[config.mk]
export PLATFORM = sky130hd
export DESIGN_NAME = mist_bus_hub
export DESIGN_NICKNAME = d
export VERILOG_FILES = /design/src/verilog/irq_table_pkg.sv /design/src/verilog/mem_bus_pkg.sv /design/src/verilog/mist_bus_hub.sv /design/src/verilog/io_bridge.sv /design/src/verilog/return_tag_queue.sv /design/src/verilog/inflight_counter.sv /design/src/verilog/mem_request_arbiter.sv
export SDC_FILE = /design/constraint.sdc
export NUM_CORES = 1
export LEC_CHECK = 0
export BUFFER_PORTS_ARGS = -buffer_cell sky130_fd_sc_hd__buf_2
export CORE_AREA = 10 10 172 174
export CTS_CLUSTER_DIAMETER = 80
export CTS_CLUSTER_SIZE = 28
export DETAILED_ROUTE_END_ITERATION = 12
export DIE_AREA = 0 0 182 184
export PLACE_DENSITY = 0.5
export RECOVER_POWER = 50
export SYNTH_ARGS = -nofsm -noshare
export SYNTH_HDL_FRONTEND = slang
export SYNTH_SLANG_ARGS = --single-unit
[constraint.sdc]
create_clock -name iBUS_CLOCK -period 4.7 [get_ports iBUS_CLOCK]
set_input_delay 1.41 -clock iBUS_CLOCK [delete_from_list [all_inputs] [get_ports iBUS_CLOCK]]
set_output_delay 1.41 -clock iBUS_CLOCK [all_outputs]
set_load 0.02 [all_outputs]
[src/verilog/irq_table_pkg.sv]
/*
	Interrupt configuration table definitions
	Entry and level widths of the global table and the window of
	entries owned by the default peripheral system
*/
package irq_table_pkg;

	// Global table entry number
	typedef logic [5:0] irq_entry_t;

	// Trigger level
	typedef logic [1:0] irq_level_t;

	// Entry number inside the peripheral system
	typedef logic [1:0] dps_entry_t;

	// First global entry of the peripheral system
	localparam irq_entry_t DPS_ENTRY_BASE = 6'd36;

	// Entries that belong to it
	localparam irq_entry_t DPS_ENTRY_COUNT = 6'd2;

endpackage

[src/verilog/mem_bus_pkg.sv]
/*
	Memory bus definitions
	Widths of address, data and lane mask on the shared memory bus,
	access size codes, the owner tag of a request and the depth of
	the in-flight window
*/
package mem_bus_pkg;

	// Byte address
	typedef logic [31:0] addr_t;

	// Write data and IO data
	typedef logic [31:0] word_t;

	// Returned memory word, two words wide
	typedef logic [63:0] line_t;

	// One enable bit per byte lane
	typedef logic [3:0] mask_t;

	// Access size, same code as the core
	typedef enum logic [1:0] {
		ORDER_BYTE = 2'h0,
		ORDER_HALF = 2'h1,
		ORDER_WORD = 2'h2,
		ORDER_NONE = 2'h3
	} order_t;

	// Pipe that issued a request
	typedef enum logic {
		OWNER_INST = 1'b0,
		OWNER_DATA = 1'b1
	} owner_t;

	// Requests in flight, 0 up to MAX_INFLIGHT
	typedef logic [2:0] count_t;

	// Deepest in-flight window
	localparam int MAX_INFLIGHT = 4;

	// All byte lanes on
	localparam mask_t FULL_MASK = 4'hf;

endpackage
[src/verilog/mist_bus_hub.sv]
/*
	Bus hub of the processor wrapper
	Joins the instruction and data pipes onto one memory bus with a
	bounded number of requests in flight, returns each word to its
	pipe, and handles IO write acknowledge and interrupt table routing
*/
`timescale 1ns/1ps

module mist_bus_hub(
	input logic iBUS_CLOCK,
	input logic inRESET,
	// Instruction pipe
	input logic inst_req,
	output logic inst_lock,
	input mem_bus_pkg::addr_t inst_addr,
	output logic inst_valid,
	input logic inst_busy,
	output mem_bus_pkg::line_t inst_data,
	// Data pipe, 1 = write
	input logic data_req,
	output logic data_lock,
	input mem_bus_pkg::order_t data_order,
	input mem_bus_pkg::mask_t data_mask,
	input logic data_rw,
	input mem_bus_pkg::addr_t data_addr,
	input mem_bus_pkg::word_t data_wdata,
	output logic data_valid,
	output mem_bus_pkg::line_t data_rdata,
	// Memory bus
	output logic memory_req,
	input logic memory_lock,
	output mem_bus_pkg::order_t memory_order,
	output mem_bus_pkg::mask_t memory_mask,
	output logic memory_rw,
	output mem_bus_pkg::addr_t memory_addr,
	output mem_bus_pkg::word_t memory_data,
	input logic memory_valid,
	output logic memory_busy,
	input mem_bus_pkg::line_t memory_rdata,
	// IO from the core
	input logic io_req,
	input logic io_rw,
	input mem_bus_pkg::addr_t io_addr,
	output logic io_valid,
	// Peripheral controller
	output logic periph_req,
	output logic periph_rw,
	output mem_bus_pkg::addr_t periph_addr,
	input logic io_busy,
	input logic periph_valid,
	// Interrupt table from the core
	input logic table_req,
	input irq_table_pkg::irq_entry_t table_entry,
	input logic table_mask,
	input logic table_valid,
	input irq_table_pkg::irq_level_t table_level,
	// Peripheral system table port
	output logic dps_table_req,
	output irq_table_pkg::dps_entry_t dps_table_entry,
	output logic dps_table_mask,
	output logic dps_table_valid,
	output irq_table_pkg::irq_level_t dps_table_level
);

	logic full;
	logic empty;
	logic push;
	logic pop;
	mem_bus_pkg::owner_t push_owner;
	mem_bus_pkg::count_t count;

	mem_request_arbiter i_mem_request_arbiter(
		.iBUS_CLOCK(iBUS_CLOCK),
		.inRESET(inRESET),
		.inst_req(inst_req),
		.inst_lock(inst_lock),
		.inst_addr(inst_addr),
		.data_req(data_req),
		.data_lock(data_lock),
		.data_order(data_order),
		.data_mask(data_mask),
		.data_rw(data_rw),
		.data_addr(data_addr),
		.data_wdata(data_wdata),
		.full(full),
		.memory_req(memory_req),
		.memory_lock(memory_lock),
		.memory_order(memory_order),
		.memory_mask(memory_mask),
		.memory_rw(memory_rw),
		.memory_addr(memory_addr),
		.memory_data(memory_data),
		.push(push),
		.push_owner(push_owner)
	);

	inflight_counter i_inflight_counter(
		.iBUS_CLOCK(iBUS_CLOCK),
		.inRESET(inRESET),
		.push(push),
		.pop(pop),
		.full(full),
		.empty(empty),
		.count(count)
	);

	return_tag_queue i_return_tag_queue(
		.iBUS_CLOCK(iBUS_CLOCK),
		.inRESET(inRESET),
		.push(push),
		.push_owner(push_owner),
		.count(count),
		.pop(pop),
		.memory_valid(memory_valid),
		.memory_busy(memory_busy),
		.memory_rdata(memory_rdata),
		.inst_valid(inst_valid),
		.inst_busy(inst_busy),
		.inst_data(inst_data),
		.data_valid(data_valid),
		.data_rdata(data_rdata)
	);

	io_bridge i_io_bridge(
		.iBUS_CLOCK(iBUS_CLOCK),
		.inRESET(inRESET),
		.io_req(io_req),
		.io_rw(io_rw),
		.io_busy(io_busy),
		.periph_valid(periph_valid),
		.io_valid(io_valid),
		.table_req(table_req),
		.table_entry(table_entry),
		.dps_table_req(dps_table_req),
		.dps_table_entry(dps_table_entry)
	);

	// IO request goes on to the peripheral controller
	assign periph_req = io_req;
	assign periph_rw = io_rw;
	assign periph_addr = io_addr;

	// Flags are for the peripheral system as they are
	assign dps_table_mask = table_mask;
	assign dps_table_valid = table_valid;
	assign dps_table_level = table_level;

	// Nothing may come back once the window has drained
	a_no_return_when_empty: assert property (
		@(posedge iBUS_CLOCK) disable iff (!inRESET)
		empty |-> !memory_valid
	);

endmodule

[src/verilog/io_bridge.sv]
/*
	IO bridge
	Acknowledges IO writes one cycle after they are taken, merged with
	the peripheral's own valid, and picks out interrupt table writes
	for the default peripheral system
*/
`timescale 1ns/1ps

module io_bridge(
	input logic iBUS_CLOCK,
	input logic inRESET,
	// IO request from the core
	input logic io_req,
	input logic io_rw,
	input logic io_busy,
	// Read data ready at the peripheral
	input logic periph_valid,
	output logic io_valid,
	// Interrupt table write
	input logic table_req,
	input irq_table_pkg::irq_entry_t table_entry,
	output logic dps_table_req,
	output irq_table_pkg::dps_entry_t dps_table_entry
);

	logic b_write_ack;
	logic entry_hit;
	irq_table_pkg::irq_entry_t entry_offset;

	// One pulse per taken write, a cycle later
	always_ff @(posedge iBUS_CLOCK or negedge inRESET) begin
		if (!inRESET) begin
			b_write_ack <= 1'b0;
		end
		else begin
			b_write_ack <= io_req && io_rw && !io_busy;
		end
	end

	// Writes carry no peripheral reply
	assign io_valid = periph_valid || b_write_ack;

	// Entry window of the peripheral system
	assign entry_offset = table_entry - irq_table_pkg::DPS_ENTRY_BASE;
	assign entry_hit = (table_entry >= irq_table_pkg::DPS_ENTRY_BASE) &&
		(entry_offset < irq_table_pkg::DPS_ENTRY_COUNT);

	assign dps_table_req = table_req && entry_hit;
	// Local entry number, offset from the base
	assign dps_table_entry = irq_table_pkg::dps_entry_t'(entry_offset);

endmodule

[src/verilog/return_tag_queue.sv]
/*
	Return tag queue
	Keeps the owner of each request in flight, oldest first, and steers
	every returned memory word to the pipe that asked for it. Holds the
	memory return while the instruction pipe is busy.
*/
`timescale 1ns/1ps

module return_tag_queue(
	input logic iBUS_CLOCK,
	input logic inRESET,
	// From the arbiter
	input logic push,
	input mem_bus_pkg::owner_t push_owner,
	// Occupancy from the counter
	input mem_bus_pkg::count_t count,
	output logic pop,
	// Memory return
	input logic memory_valid,
	output logic memory_busy,
	input mem_bus_pkg::line_t memory_rdata,
	// Instruction pipe return
	output logic inst_valid,
	input logic inst_busy,
	output mem_bus_pkg::line_t inst_data,
	// Data pipe return
	output logic data_valid,
	output mem_bus_pkg::line_t data_rdata
);

	// Entry 0 is the oldest
	mem_bus_pkg::owner_t tags [mem_bus_pkg::MAX_INFLIGHT];
	mem_bus_pkg::owner_t shifted [mem_bus_pkg::MAX_INFLIGHT];
	mem_bus_pkg::count_t wr_slot;
	logic head_inst;
	logic head_data;

	// Head only meaningful with something in flight
	assign head_inst = (count != '0) && (tags[0] == mem_bus_pkg::OWNER_INST);
	assign head_data = (count != '0) && (tags[0] == mem_bus_pkg::OWNER_DATA);

	// Only the fetch side can stall
	assign memory_busy = head_inst && inst_busy;
	assign pop = memory_valid && !memory_busy;

	assign inst_valid = memory_valid && head_inst;
	assign data_valid = memory_valid && head_data;
	assign inst_data = memory_rdata;
	assign data_rdata = memory_rdata;

	// Slot after the youngest, one lower when the head leaves
	assign wr_slot = pop ? count - mem_bus_pkg::count_t'(1) : count;

	// Queue moved down by one
	always_comb begin
		for (int i = 0; i < mem_bus_pkg::MAX_INFLIGHT - 1; i++) begin
			shifted[i] = tags[i + 1];
		end
		shifted[mem_bus_pkg::MAX_INFLIGHT - 1] = tags[mem_bus_pkg::MAX_INFLIGHT - 1];
	end

	// Tag storage
	always_ff @(posedge iBUS_CLOCK or negedge inRESET) begin
		if (!inRESET) begin
			for (int i = 0; i < mem_bus_pkg::MAX_INFLIGHT; i++) begin
				tags[i] <= mem_bus_pkg::OWNER_INST;
			end
		end
		else begin
			for (int i = 0; i < mem_bus_pkg::MAX_INFLIGHT; i++) begin
				if (push && wr_slot == mem_bus_pkg::count_t'(i)) begin
					tags[i] <= push_owner;
				end
				else if (pop) begin
					tags[i] <= shifted[i];
				end
			end
		end
	end

endmodule

[src/verilog/inflight_counter.sv]
/*
	In-flight counter
	Counts memory requests sent but not yet returned and flags an
	empty or a full window
*/
`timescale 1ns/1ps

module inflight_counter(
	input logic iBUS_CLOCK,
	input logic inRESET,
	// Transfer accepted by memory
	input logic push,
	// Return taken by a pipe
	input logic pop,
	output logic full,
	output logic empty,
	output mem_bus_pkg::count_t count
);

	mem_bus_pkg::count_t b_count;

	always_ff @(posedge iBUS_CLOCK or negedge inRESET) begin
		if (!inRESET) begin
			b_count <= '0;
		end
		else begin
			case ({push, pop})
				2'b10: b_count <= b_count + mem_bus_pkg::count_t'(1);
				2'b01: b_count <= b_count - mem_bus_pkg::count_t'(1);
				// Both or none, level unchanged
				default: b_count <= b_count;
			endcase
		end
	end

	assign count = b_count;
	assign full = (b_count == mem_bus_pkg::count_t'(mem_bus_pkg::MAX_INFLIGHT));
	assign empty = (b_count == '0);

	// A return always has a request behind it
	a_no_pop_when_empty: assert property (
		@(posedge iBUS_CLOCK) disable iff (!inRESET)
		pop |-> !empty
	);

	// Window bound holds across arbiter and memory
	a_count_bound: assert property (
		@(posedge iBUS_CLOCK) disable iff (!inRESET)
		b_count <= mem_bus_pkg::count_t'(mem_bus_pkg::MAX_INFLIGHT)
	);

endmodule

[src/verilog/mem_request_arbiter.sv]
/*
	Memory request arbiter
	Grants the shared memory bus to the instruction pipe or the data
	pipe, alternating priority on contention, and drives the winner's
	fields onto the bus. Every transfer pushes its owner tag.
*/
`timescale 1ns/1ps

module mem_request_arbiter(
	input logic iBUS_CLOCK,
	input logic inRESET,
	// Instruction pipe
	input logic inst_req,
	output logic inst_lock,
	input mem_bus_pkg::addr_t inst_addr,
	// Data pipe
	input logic data_req,
	output logic data_lock,
	input mem_bus_pkg::order_t data_order,
	input mem_bus_pkg::mask_t data_mask,
	input logic data_rw,
	input mem_bus_pkg::addr_t data_addr,
	input mem_bus_pkg::word_t data_wdata,
	// In-flight window closed
	input logic full,
	// Memory bus
	output logic memory_req,
	input logic memory_lock,
	output mem_bus_pkg::order_t memory_order,
	output mem_bus_pkg::mask_t memory_mask,
	output logic memory_rw,
	output mem_bus_pkg::addr_t memory_addr,
	output mem_bus_pkg::word_t memory_data,
	// Tag queue
	output logic push,
	output mem_bus_pkg::owner_t push_owner
);

	// Pipe granted on the last transfer
	mem_bus_pkg::owner_t b_last_grant;
	logic grant_inst;
	logic grant_data;

	// Alone wins, on contention the pipe not served last
	assign grant_inst = inst_req && (!data_req || b_last_grant == mem_bus_pkg::OWNER_DATA);
	assign grant_data = data_req && (!inst_req || b_last_grant == mem_bus_pkg::OWNER_INST);

	// Nothing leaves while the window is full
	assign memory_req = (inst_req || data_req) && !full;

	// Loser waits too
	assign inst_lock = full || memory_lock || (inst_req && !grant_inst);
	assign data_lock = full || memory_lock || (data_req && !grant_data);

	// Transfer taken by memory
	assign push = memory_req && !memory_lock;
	assign push_owner = grant_data ? mem_bus_pkg::OWNER_DATA : mem_bus_pkg::OWNER_INST;

	// Field mux
	always_comb begin
		if (grant_data) begin
			memory_order = data_order;
			memory_mask = data_mask;
			memory_rw = data_rw;
			memory_addr = data_addr;
			memory_data = data_wdata;
		end
		else begin
			// Fetch is always a full word read
			memory_order = mem_bus_pkg::ORDER_WORD;
			memory_mask = mem_bus_pkg::FULL_MASK;
			memory_rw = 1'b0;
			memory_addr = inst_addr;
			memory_data = '0;
		end
	end

	// Last grant moves only on a real transfer
	always_ff @(posedge iBUS_CLOCK or negedge inRESET) begin
		if (!inRESET) begin
			b_last_grant <= mem_bus_pkg::OWNER_DATA;
		end
		else if (push) begin
			b_last_grant <= push_owner;
		end
	end

endmodule

# Word level (Yosys, flattened, before mapping)
# Cells that the tools add are included.
# totals
regBits	9
word_cells	75
output_inout_bits	247
# op_classes
n_eq_ne	6
add_sub_neg	3
reduce_logical	41
bitwise	2
mux	14
n_lt_le_gt_ge	2
# op_table
op	count
$mux W32	2
$logic_and A1 B1 Y1	20
$logic_not A1 Y1	8
$mux W1	8
$reduce_bool A2 Y1	4
$logic_or A1 B1 Y1	7
$eq A3 B2 Y1 const B	2
$ge A6 B6 Y1 const B	1
$lt A6 B2 Y1 const B	1
$pmux W3 S2	1
$sub A6 B6 Y6 const B	1
$mux W4	1
$add A3 B1 Y3 const B	1
$eq A3 B1 Y1 const B	1
$eq A3 B3 Y1 const B	1
$logic_not A3 Y1	1
$mux W3	1
$reduce_bool A3 Y1	1
$sub A3 B1 Y3 const B	1
$eq A2 B1 Y1 const B	1
$eq A2 B2 Y1 const B	1
$mux W2	1
$not A1 Y1	2

# Depth between registers and ports, before layout
# Gate-level depths: netlist (run 1).
# depth
word_depth	9
ltp_mapped	11
depth_no_buf	10

# Modules after synthesis
# A second synthesis (run 1) with hierarchy kept.
# hier_totals
cells_unflattened	323
area_unflattened_um2	2630.0
# by_module_without_submodules
module	cells_each	area_per_inst_um2	n_inst
return_tag_queue	170	1335.0	1
mem_request_arbiter	91	758.2	1
mist_bus_hub	38	285.3	1
inflight_counter	16	173.9	1
io_bridge	8	77.6	1

# Worst setup path before layout (run 1)
# No wires, ideal clock.
# synth_path
path_type	input -> output
from	in data_req
to	out memory_addr[10]
stages	4
n_path_buf	2
arrival_time_ns	2.537
path_slack_ns	0.753
t_required_ns	3.290
cell_sequence	a21boi_0 -> clkbuf_1 -> buf_2 -> mux2_2
# synth_via
elab_chain_cells	2
# synth_rtl
element	line_no	rtl
start: declaration	mist_bus_hub.sv:20	input logic data_req,
$logic_and A1 B1 Y1	mem_request_arbiter.sv:46	assign grant_data = data_req && (!inst_req || b_last_grant == mem_bus_pkg::OWNER_INST);
$mux W32	mem_request_arbiter.sv:61	if (grant_data) begin
end: declaration	mist_bus_hub.sv:35	output mem_bus_pkg::addr_t memory_addr,
# No other way between the ends.

# Worst setup path after layout (run 1)
# layout_path
from	in data_req
to	out memory_addr[3]
# The elaborated chain is that of the path after synthesis.

==> impl_metrics.json, run 1 <==
{
  "drv_cap": 0,
  "pre_cts_slack_ps": 646,
  "worstHoldPathType": "reg2reg",
  "maxSlewHeadroom_pct": 59.1,
  "power_density_nw_per_um2": 336,
  "synthArstFlopShare_pct": 100,
  "postCtsSetupBuffers": 0,
  "cts.clk_slew.worst_paths_ps": 40,
  "grt_pass1_wl_um": 14400,
  "die_h_um": 184,
  "ir_worst_vdd_v": 0.000183,
  "row_count": 59,
  "max_freq_mhz": 246,
  "worstPathArrival_ps": 2660,
  "postCtsHoldBufs": 0,
  "vias_per_cell": 3.12,
  "totalWireLength_um": 10700,
  "wl_per_cell_um": 15.3,
  "clockBufferDepth": 2,
  "synth_edf_count": 0,
  "worst_skew_pair.late_latency_ps": 230,
  "finish.utilization_pct": 11.1,
  "cts_max_level": 1,
  "io_pins": 468,
  "io_buffers": 201,
  "cellInternalPower_uw": 512,
  "cts_tree": "done",
  "drt-pass1-iter-count": 4,
  "p_leak_nw": 1.42,
  "cts_resized": 0,
  "drc": 0,
  "gp_congestion": 0.761,
  "start_util_pct": 10.3,
  "antenna_found_initial": 0,
  "ys_seq_elements": 9,
  "hold_violations": 0,
  "power.share.sequential_pct": 16.8,
  "nets": 589,
  "grt_overflow_total": 0,
  "worst_pin_slew_ps": 613,
  "clock_skew_ps": 5.09,
  "syn_avg_cell_area_um2": 7.96,
  "finalPower_uw": 970,
  "dieArea_um2": 33500,
  "cts_root_buf": "clkbuf_16",
  "clkPwrFrac_pct": 15.7,
  "synth_cell_types": 48,
  "synthesis.area_um2": 2680,
  "grt_pass1_vias": 2382,
  "cp.required_ps": 3290,
  "worst_slack_ps": 634,
  "setup_tns_ps": 0,
  "slew_violations": 0,
  "end_kind": "output port",
  "setup_viol_count_final": 0,
  "vias": 2178,
  "seq_area_frac_synth_pct": 8.47,
  "numClockSinks": 9,
  "synthFlopType": "dfrtp_1",
  "n_antenna_cell": 0,
  "grt_max_degree": 72,
  "fin_crit_sh_pct": 86.5,
  "syn_to_final_growth_pct": 7.81,
  "ant_nets": 0,
  "critPathKind": "in2out",
  "cts_made_buffers": 3,
  "critPathMaxFanout": 71,
  "dp_hpwl_um": 9540,
  "synth-warning-count": 0,
  "switching_share_pct": 47.3,
  "drive_gt1_share_pct": 67.8,
  "core_um2": 25900,
  "status": "complete, no violations",
  "drt_iter0_markers": 114,
  "comb_power_share_pct": 67.5,
  "rsz0062_at_grt": "false",
  "fin_crit_ps": 4070,
  "fp.dieW_um": 182,
  "p_sw_uw": 459,
  "syn_nets": 561,
  "synthCells": 336,
  "grt_usage_pct": 5.50,
  "start_kind": "input port"
}
==> cell type report <==
cell class                      count  area (µm²)
Fill cell                        2977       23000
Multi-Input combinational cell    141        1110
Timing Repair Buffer              202        1020
Tap cell                          335         419
Sequential cell                     9         226
Clock buffer                        4        78.8
Inverter                            7        26.3
==> placed cells by master (no fill, tap or decap), types with 2 or more instances in the layout <==
master / instances
buf_2: 198
and2_1: 34
mux2_2: 32
nand2_1: 9
nor2_1: 9
dfrtp_1: 8
inv_1: 7
nand2b_1: 5
ha_1: 4
clkbuf_1: 4
a21oi_1: 3
o21ai_0: 3
xnor2_1: 3
nor3_1: 3
clkbuf_16: 3
nor2b_1: 2
and2_2: 2
and3_1: 2
nand3_1: 2
a31oi_1: 2
mux2i_1: 2
==> power by group through the flow <==
stage / logic (mW) / clock network (mW) / registers, mW
finish: 0.655 / 0.152 / 0.163
global route: 0.711 / 0.166 / 0.170
CTS: 0.666 / 0.162 / 0.162
detailed placement: 0.663 / 0 / 0.163
global placement: 0.659 / 0 / 0.164
floorplan: 0.692 / 0 / 0.136
==> worst max-delay path: stages <==
cell	delay [ps]
buf_2	130
a21boi_4	240
buf_12	250
mux2_2	370
buf_2	160
==> final timing paths <==
| check | start | slack (ps) | to | cells after the start |
|---|---|---|---|---|
| worst max-delay path | data_req | 630 | memory_addr[3] | 5 |
| worst max register to register | i_inflight_counter.count[0] | 2210 | i_return_tag_queue.tags[3] | 9 |
| worst min-delay path | i_return_tag_queue.shifted[0] | 490 | i_return_tag_queue.shifted[0] | 1 |
| worst min register to register | i_return_tag_queue.shifted[0] | 490 | i_return_tag_queue.shifted[0] | 1 |
| max in group asynchronous | inRESET | 3140 | i_return_tag_queue.tags[3] | 1 |
| min in group asynchronous | inRESET | 1160 | i_io_bridge.b_write_ack | 1 |
==> sequential cells by signal, indices dropped and copies added (netlist names) <==
| signal | cells |
|---|---|
| i_inflight_counter.count | 3 |
| i_mem_request_arbiter.b_last_grant | 1 |
| i_io_bridge.b_write_ack | 1 |
| i_return_tag_queue.shifted | 3 |
| i_return_tag_queue.tags | 1 |
==> stage by stage <==
step	hold WS [ps]	instance area (µm²)	std cells
floorplan	464	2680	336
CTS	496	2890	698
global placement	493	2810	694
global route	506	2880	698
detailed placement	486	2810	694
finish	492	2880	698
==> cell families (layout without fill, tap and decap cells) <==
| logic type | count (synthesis) | after routing | share of synthesized area [%] |
|---|---|---|---|
| multiplexers | 35 | 35 | 14.6 |
| AND/OR/NAND/NOR | 76 | 76 | 16.7 |
| adder cells (fa/ha/maj) | 4 | 4 | 1.87 |
| buffers and inverters | 186 | 213 | 50.4 |
| AO/OA/AOI/OAI | 22 | 22 | 6.69 |
| XOR/XNOR | 4 | 4 | 1.31 |
| flip-flops | 9 | 9 | 8.47 |
==> cell usage after synthesis, types with 2 or more instances <==
library cell  count  share of area [%]
a21oi_1           3               0.56
a31oi_1           2               0.47
and2_1           34                8.0
and2_2            2               0.56
and3_1            2               0.47
buf_2             3               0.56
buf_4           168                 47
buf_6             2               0.84
clkbuf_1          6               0.84
dfrtp_1           8                7.5
ha_1              4                1.9
inv_1             6               0.84
mux2_2           32                 13
mux2i_1           2               0.75
nand2_1           9                1.3
nand2b_1          5                1.2
nand3_1           2               0.37
nor2_1            9                1.3
nor2b_1           2               0.47
nor3_1            3               0.56
o21ai_0           3               0.56
xnor2_1           3               0.98
==> metal layers <==
layer,up-vias,part of all wire [%],GRT usage [%]
met1,900,32,5.25
met4,2,6.3,4.20
met5,-,0.43,1.18
met3,81,21,5.10
met2,220,40,7.14
li1,975,-,-
No activity file was read; power rests on OpenSTA's default activity.
==> run 2, diff against run 1 <==
--- a/config.mk
+++ b/config.mk
@@ -5,13 +5,13 @@
 export SDC_FILE = /design/constraint.sdc
 export NUM_CORES = 1
 export LEC_CHECK = 0
-export BUFFER_PORTS_ARGS = -buffer_cell sky130_fd_sc_hd__buf_2
-export CORE_AREA = 10 10 172 174
+export CORE_AREA = 10 10 174 176
 export CTS_CLUSTER_DIAMETER = 80
 export CTS_CLUSTER_SIZE = 28
 export DETAILED_ROUTE_END_ITERATION = 12
-export DIE_AREA = 0 0 182 184
-export PLACE_DENSITY = 0.5
+export DIE_AREA = 0 0 184 186
+export DONT_BUFFER_PORTS = 1
+export PLACE_DENSITY = 0.34
 export RECOVER_POWER = 50
 export SYNTH_ARGS = -nofsm -noshare
 export SYNTH_HDL_FRONTEND = slang
==> run 2 against run 1 <==
  * Count of clock-buffer cells in the layout stayed put
  * Power is 15% lower
  * Final cell count is 28% lower
  * Largest cell class unchanged
  * Highest routed layer unchanged
  * Cell area is 35% lower
  * First-iteration DRC count is 55% lower
  * Clock power hardly changed
  * Combinational power is 22% lower
  * Critical endpoint unchanged
==> impl_metrics.json, run 2 (same netlist as run 1, synthesis figures left out) <==
{
  "drive_gt1_share_pct": 29.4,
  "critPathMaxStageDelay_ps": 460,
  "n_antenna_cell": 0,
  "worstHoldPathType": "reg2reg",
  "numClockSinks": 9,
  "rsz0062_at_grt": "false",
  "cts_root_buf": "clkbuf_16",
  "fin_crit_sh_pct": 82.4,
  "fp.dieW_um": 184,
  "core_um2": 26700,
  "io_pins": 468,
  "crit_path_top_delay_cell": "mux2_2",
  "io_buffers": 0,
  "r2r_cells": 9,
  "nets": 389,
  "setup_tns_ps": 0,
  "power.share.sequential_pct": 19.9,
  "postCtsHoldBufs": 0,
  "row_count": 60,
  "vias_per_cell": 2.92,
  "syn_to_final_growth_pct": -30.0,
  "cts_resized": 0,
  "grt_usage_pct": 4.86,
  "gp_congestion": 0.651,
  "max_freq_mhz": 258,
  "critPathMaxFanout": 41,
  "dp_hpwl_um": 8660,
  "cts_made_buffers": 3,
  "clkPwrFrac_pct": 18.3,
  "postCtsSetupBuffers": 0,
  "cts.clk_slew.worst_paths_ps": 40,
  "worst_pin_slew_ps": 657,
  "maxSlewHeadroom_pct": 55.8,
  "power_density_nw_per_um2": 441,
  "drv_cap": 0,
  "ant_nets": 0,
  "grt_overflow_total": 0,
  "final_common_cell": "and2_1",
  "p_leak_nw": 0.606,
  "fin_crit_ps": 3870,
  "grt_pass1_vias": 1735,
  "grt_max_degree": 42,
  "path_cells": "a21boi_4 -> buf_4 -> mux2_2",
  "totalWireLength_um": 9610,
  "critPathKind": "in2out",
  "vias": 1473,
  "setup_viol_count_final": 0,
  "hold_violations": 0,
  "layout_common_cells": "34 x and2_1, 32 x mux2_2, 9 x nand2_1, 9 x nor2_1, 8 x dfrtp_1",
  "worstPathArrival_ps": 2460,
  "drt-pass1-iter-count": 4,
  "hold_path_depth": 1,
  "worst_skew_pair.late_latency_ps": 230,
  "p_sw_uw": 411,
  "grt_pass1_wl_um": 12400,
  "cts_tree": "done",
  "drt_iter0_markers": 51,
  "comb_power_share_pct": 61.7,
  "clock_skew_ps": 7.16,
  "wl_per_cell_um": 19.1,
  "end_kind": "output port",
  "drc": 0,
  "slew_violations": 0,
  "switching_share_pct": 49.7,
  "cellInternalPower_uw": 415,
  "start_kind": "input port",
  "cts_max_level": 1,
  "n_fill_cell": 3145,
  "place_area_um2": 1810,
  "dieArea_um2": 34200,
  "antenna_found_initial": 2,
  "cp.required_ps": 3290,
  "die_h_um": 186,
  "start_util_pct": 10.0,
  "final_area_um2": 1870,
  "status": "complete, no violations",
  "ir_worst_vdd_v": 0.0000911,
  "clockBufferDepth": 2
}
-- run 2: routing by layer --
layer  routed length (µm)  share of wire [%]  global-route usage (%)
met4                  776                8.1                    4.65
met2                 4020                 42                    6.61
met3                 1920                 20                    4.27
met5                   26               0.27                       0
met1                 2870                 30                    4.28
-- run 2: final timing paths --
check                                              start                            endpoint  slack [ps]
hold / removal             i_return_tag_queue.shifted[0]       i_return_tag_queue.shifted[0]         490
hold reg to reg            i_return_tag_queue.shifted[0]       i_return_tag_queue.shifted[0]         490
setup reg to reg             i_inflight_counter.count[0]          i_return_tag_queue.tags[3]        1990
setup / recovery                                data_req                      memory_addr[3]         830
max in group asynchronous                        inRESET  i_mem_request_arbiter.b_last_grant        3650
min in group asynchronous                        inRESET             i_io_bridge.b_write_ack         870
-- run 2: stage by stage --
stage | total power, mW | util (%) | worst slack (ps) | instances | hold slack (ps)
detailed placement | 0.693 | 6.76 | 815 | 500 | 492
floorplan | 0.828 | - | 753 | 336 | 464
global route | 0.901 | 7.01 | 752 | 504 | 541
CTS | 0.856 | 7.06 | 811 | 504 | 501
global placement | 0.692 | 6.76 | 834 | 500 | 481
finish | 0.826 | 7.01 | 828 | 504 | 492
-- run 2: critical path, delay by kind of cell --
family,cells,cell delay [ps]
compound gates,1,150
buf+inv,1,400
mux,1,460
-- run 2: cell type report --
class / instances / area (µm²) / share of cell area (%)
tap: 341 / 427 / 22.8
sequential: 9 / 226 / 12.1
clock buffer: 4 / 78.8 / 4.21
multi-input combinational: 141 / 1100 / 58.7
inverter: 7 / 26.3 / 1.40
timing repair buffer: 2 / 15.0 / 0.802
-- run 2: power groups by stage --
stage	sequential [mW]	combinational, mW	clock, mW
floorplan	0.136	0.692	0
global placement	0.163	0.529	0
detailed placement	0.166	0.527	0
CTS	0.165	0.530	0.161
global route	0.173	0.562	0.166
finish	0.165	0.510	0.152
==> run 3, diff against run 2 <==
==> constraint.sdc (replaced) <==
create_clock -name iBUS_CLOCK -period 3.78 [get_ports iBUS_CLOCK]
set_input_delay 1.134 -clock iBUS_CLOCK [delete_from_list [all_inputs] [get_ports iBUS_CLOCK]]
set_output_delay 1.134 -clock iBUS_CLOCK [all_outputs]
set_load 0.02 [all_outputs]
==> run 3 against run 2 <==
  * Global-route usage grew 0.078 points
  * Clock skew shrank 5.6 ps
  * Sequential cell count unchanged
  * Sequential power up 24%
  * Cell area up 1.7%
  * Count of clock-buffer cells in the layout unchanged
  * Register-to-register slack got worse by 690 ps
  * Critical path type unchanged
  * Worst setup slack worse by 260 ps
  * Critical endpoint is now memory_addr[0]
  * Utilization increased by 0.12 points
==> impl_metrics.json, run 3 (same netlist as run 1, synthesis figures left out) <==
{
  "status": "complete, no violations",
  "dpl.cell_count": 501,
  "worst_slack_ps": 573,
  "critPathMaxFanout": 56,
  "cts.clk_slew.worst_paths_ps": 40,
  "grt_overflow_total": 0,
  "drv_cap": 0,
  "critPathKind": "in2out",
  "start_util_pct": 10.0,
  "grt_pass1_wl_um": 12700,
  "grt_pass1_vias": 1763,
  "hold_violations": 0,
  "postCtsHoldBufs": 0,
  "cts_resized": 0,
  "start_kind": "input port",
  "core_um2": 26700,
  "vias_per_cell": 2.94,
  "clockBufferDepth": 2,
  "worstPathArrival_ps": 2070,
  "cp.required_ps": 2650,
  "n_antenna_cell": 0,
  "max_freq_mhz": 312,
  "power.share.sequential_pct": 19.2,
  "pre_cts_slack_ps": 578,
  "cts_made_buffers": 3,
  "fin_crit_sh_pct": 84.8,
  "drive_gt1_share_pct": 31.1,
  "postCtsSetupBuffers": 0,
  "row_count": 60,
  "end_kind": "output port",
  "worstHoldPathType": "reg2reg",
  "cellInternalPower_uw": 530,
  "final_common_cell": "and2_1",
  "worst_pin_slew_ps": 412,
  "io_buffers": 0,
  "ant_nets": 0,
  "grt_max_degree": 57,
  "vias": 1483,
  "p_leak_nw": 0.614,
  "syn_to_final_growth_pct": -28.8,
  "finalPower_mw": 1.07,
  "io_pins": 468,
  "maxSlewHeadroom_pct": 72.4,
  "p_sw_uw": 539,
  "ir_worst_vdd_v": 0.000115,
  "fin_crit_ps": 3210,
  "clock_skew_ps": 1.54,
  "power_density_nw_per_um2": 561,
  "setup_viol_count_final": 0,
  "fp.dieW_um": 184,
  "clkPwrFrac_pct": 18.1,
  "dp_hpwl_um": 8780,
  "grt_usage_pct": 4.94,
  "rsz0062_at_grt": "false",
  "cts_max_level": 1,
  "drt_iter0_markers": 51,
  "layout_common_cells": "34 x and2_1, 32 x mux2_2, 9 x nand2_1, 9 x nor2_1, 8 x dfrtp_1",
  "final_cell_count_no_fill": 505,
  "switching_share_pct": 50.4,
  "die_h_um": 186,
  "nets": 390,
  "totalWireLength_um": 9790,
  "dieArea_um2": 34200,
  "cts_tree": "done",
  "drt-pass1-iter-count": 4,
  "numClockSinks": 9,
  "comb_power_share_pct": 62.7,
  "worst_skew_pair.late_latency_ps": 240,
  "antenna_found_initial": 2,
  "wl_per_cell_um": 19.4,
  "drc": 0,
  "slew_violations": 0,
  "gp_congestion": 0.705,
  "finish.utilization_pct": 7.13,
  "setup_tns_ps": 0,
  "cts_root_buf": "clkbuf_16"
}
## run 3: changes by cell type in the layout (fill, tap and decap cells not counted), sizes merged
cell / before / now
buf: 2 / 3
## run 3: stage by stage
step	hold slack (ps)	instance area, µm²
3_5_place_dp	492	1830
4_1_cts	502	1910
3_3_place_gp	485	1830
6_report	495	1910
2_1_floorplan	464	2680
5_1_grt	527	1910
## run 3: critical path, stage by stage
cell	delay (ps)
a21boi_4	180
buf_12	230
mux2_2	440
## run 3: path summary, 6_finish.rpt
path | cells after the start | end | slack, ps | start
setup / recovery | 3 | memory_addr[0] | 570 | data_req
hold / removal | 1 | i_return_tag_queue.shifted[0] | 490 | i_return_tag_queue.shifted[0]
setup reg to reg | 7 | i_return_tag_queue.shifted[0] | 1300 | i_inflight_counter.count[0]
hold reg to reg | 1 | i_return_tag_queue.shifted[0] | 490 | i_return_tag_queue.shifted[0]
max in group asynchronous | 0 | i_mem_request_arbiter.b_last_grant | 3020 | inRESET
min in group asynchronous | 0 | i_io_bridge.b_write_ack | 590 | inRESET
## run 3: metal layers
metal  global-route usage, %  vias to the layer above  wire length, µm
li1                        -                      571                -
met1                    4.45                      618             3010
met2                    6.81                      211             4140
met3                    4.13                       79             1860
met4                    4.56                        4              766
met5                       0                        -               23
## run 3: power groups by stage
stage	clock network, mW	registers (mW)	logic [mW]
after floorplan	0	0.169	0.860
after global placement	0	0.202	0.670
after detailed placement	0	0.205	0.676
after CTS	0.202	0.203	0.681
after global routing	0.209	0.214	0.730
final	0.194	0.205	0.670
## run 3: area by class of cell
class	count	area, µm²
Inverter	7	26.3
Multi-Input combinational cell	141	1110
Fill cell	3161	24800
Clock buffer	4	78.8
Timing Repair Buffer	3	35.0
Tap cell	341	427
Sequential cell	9	226
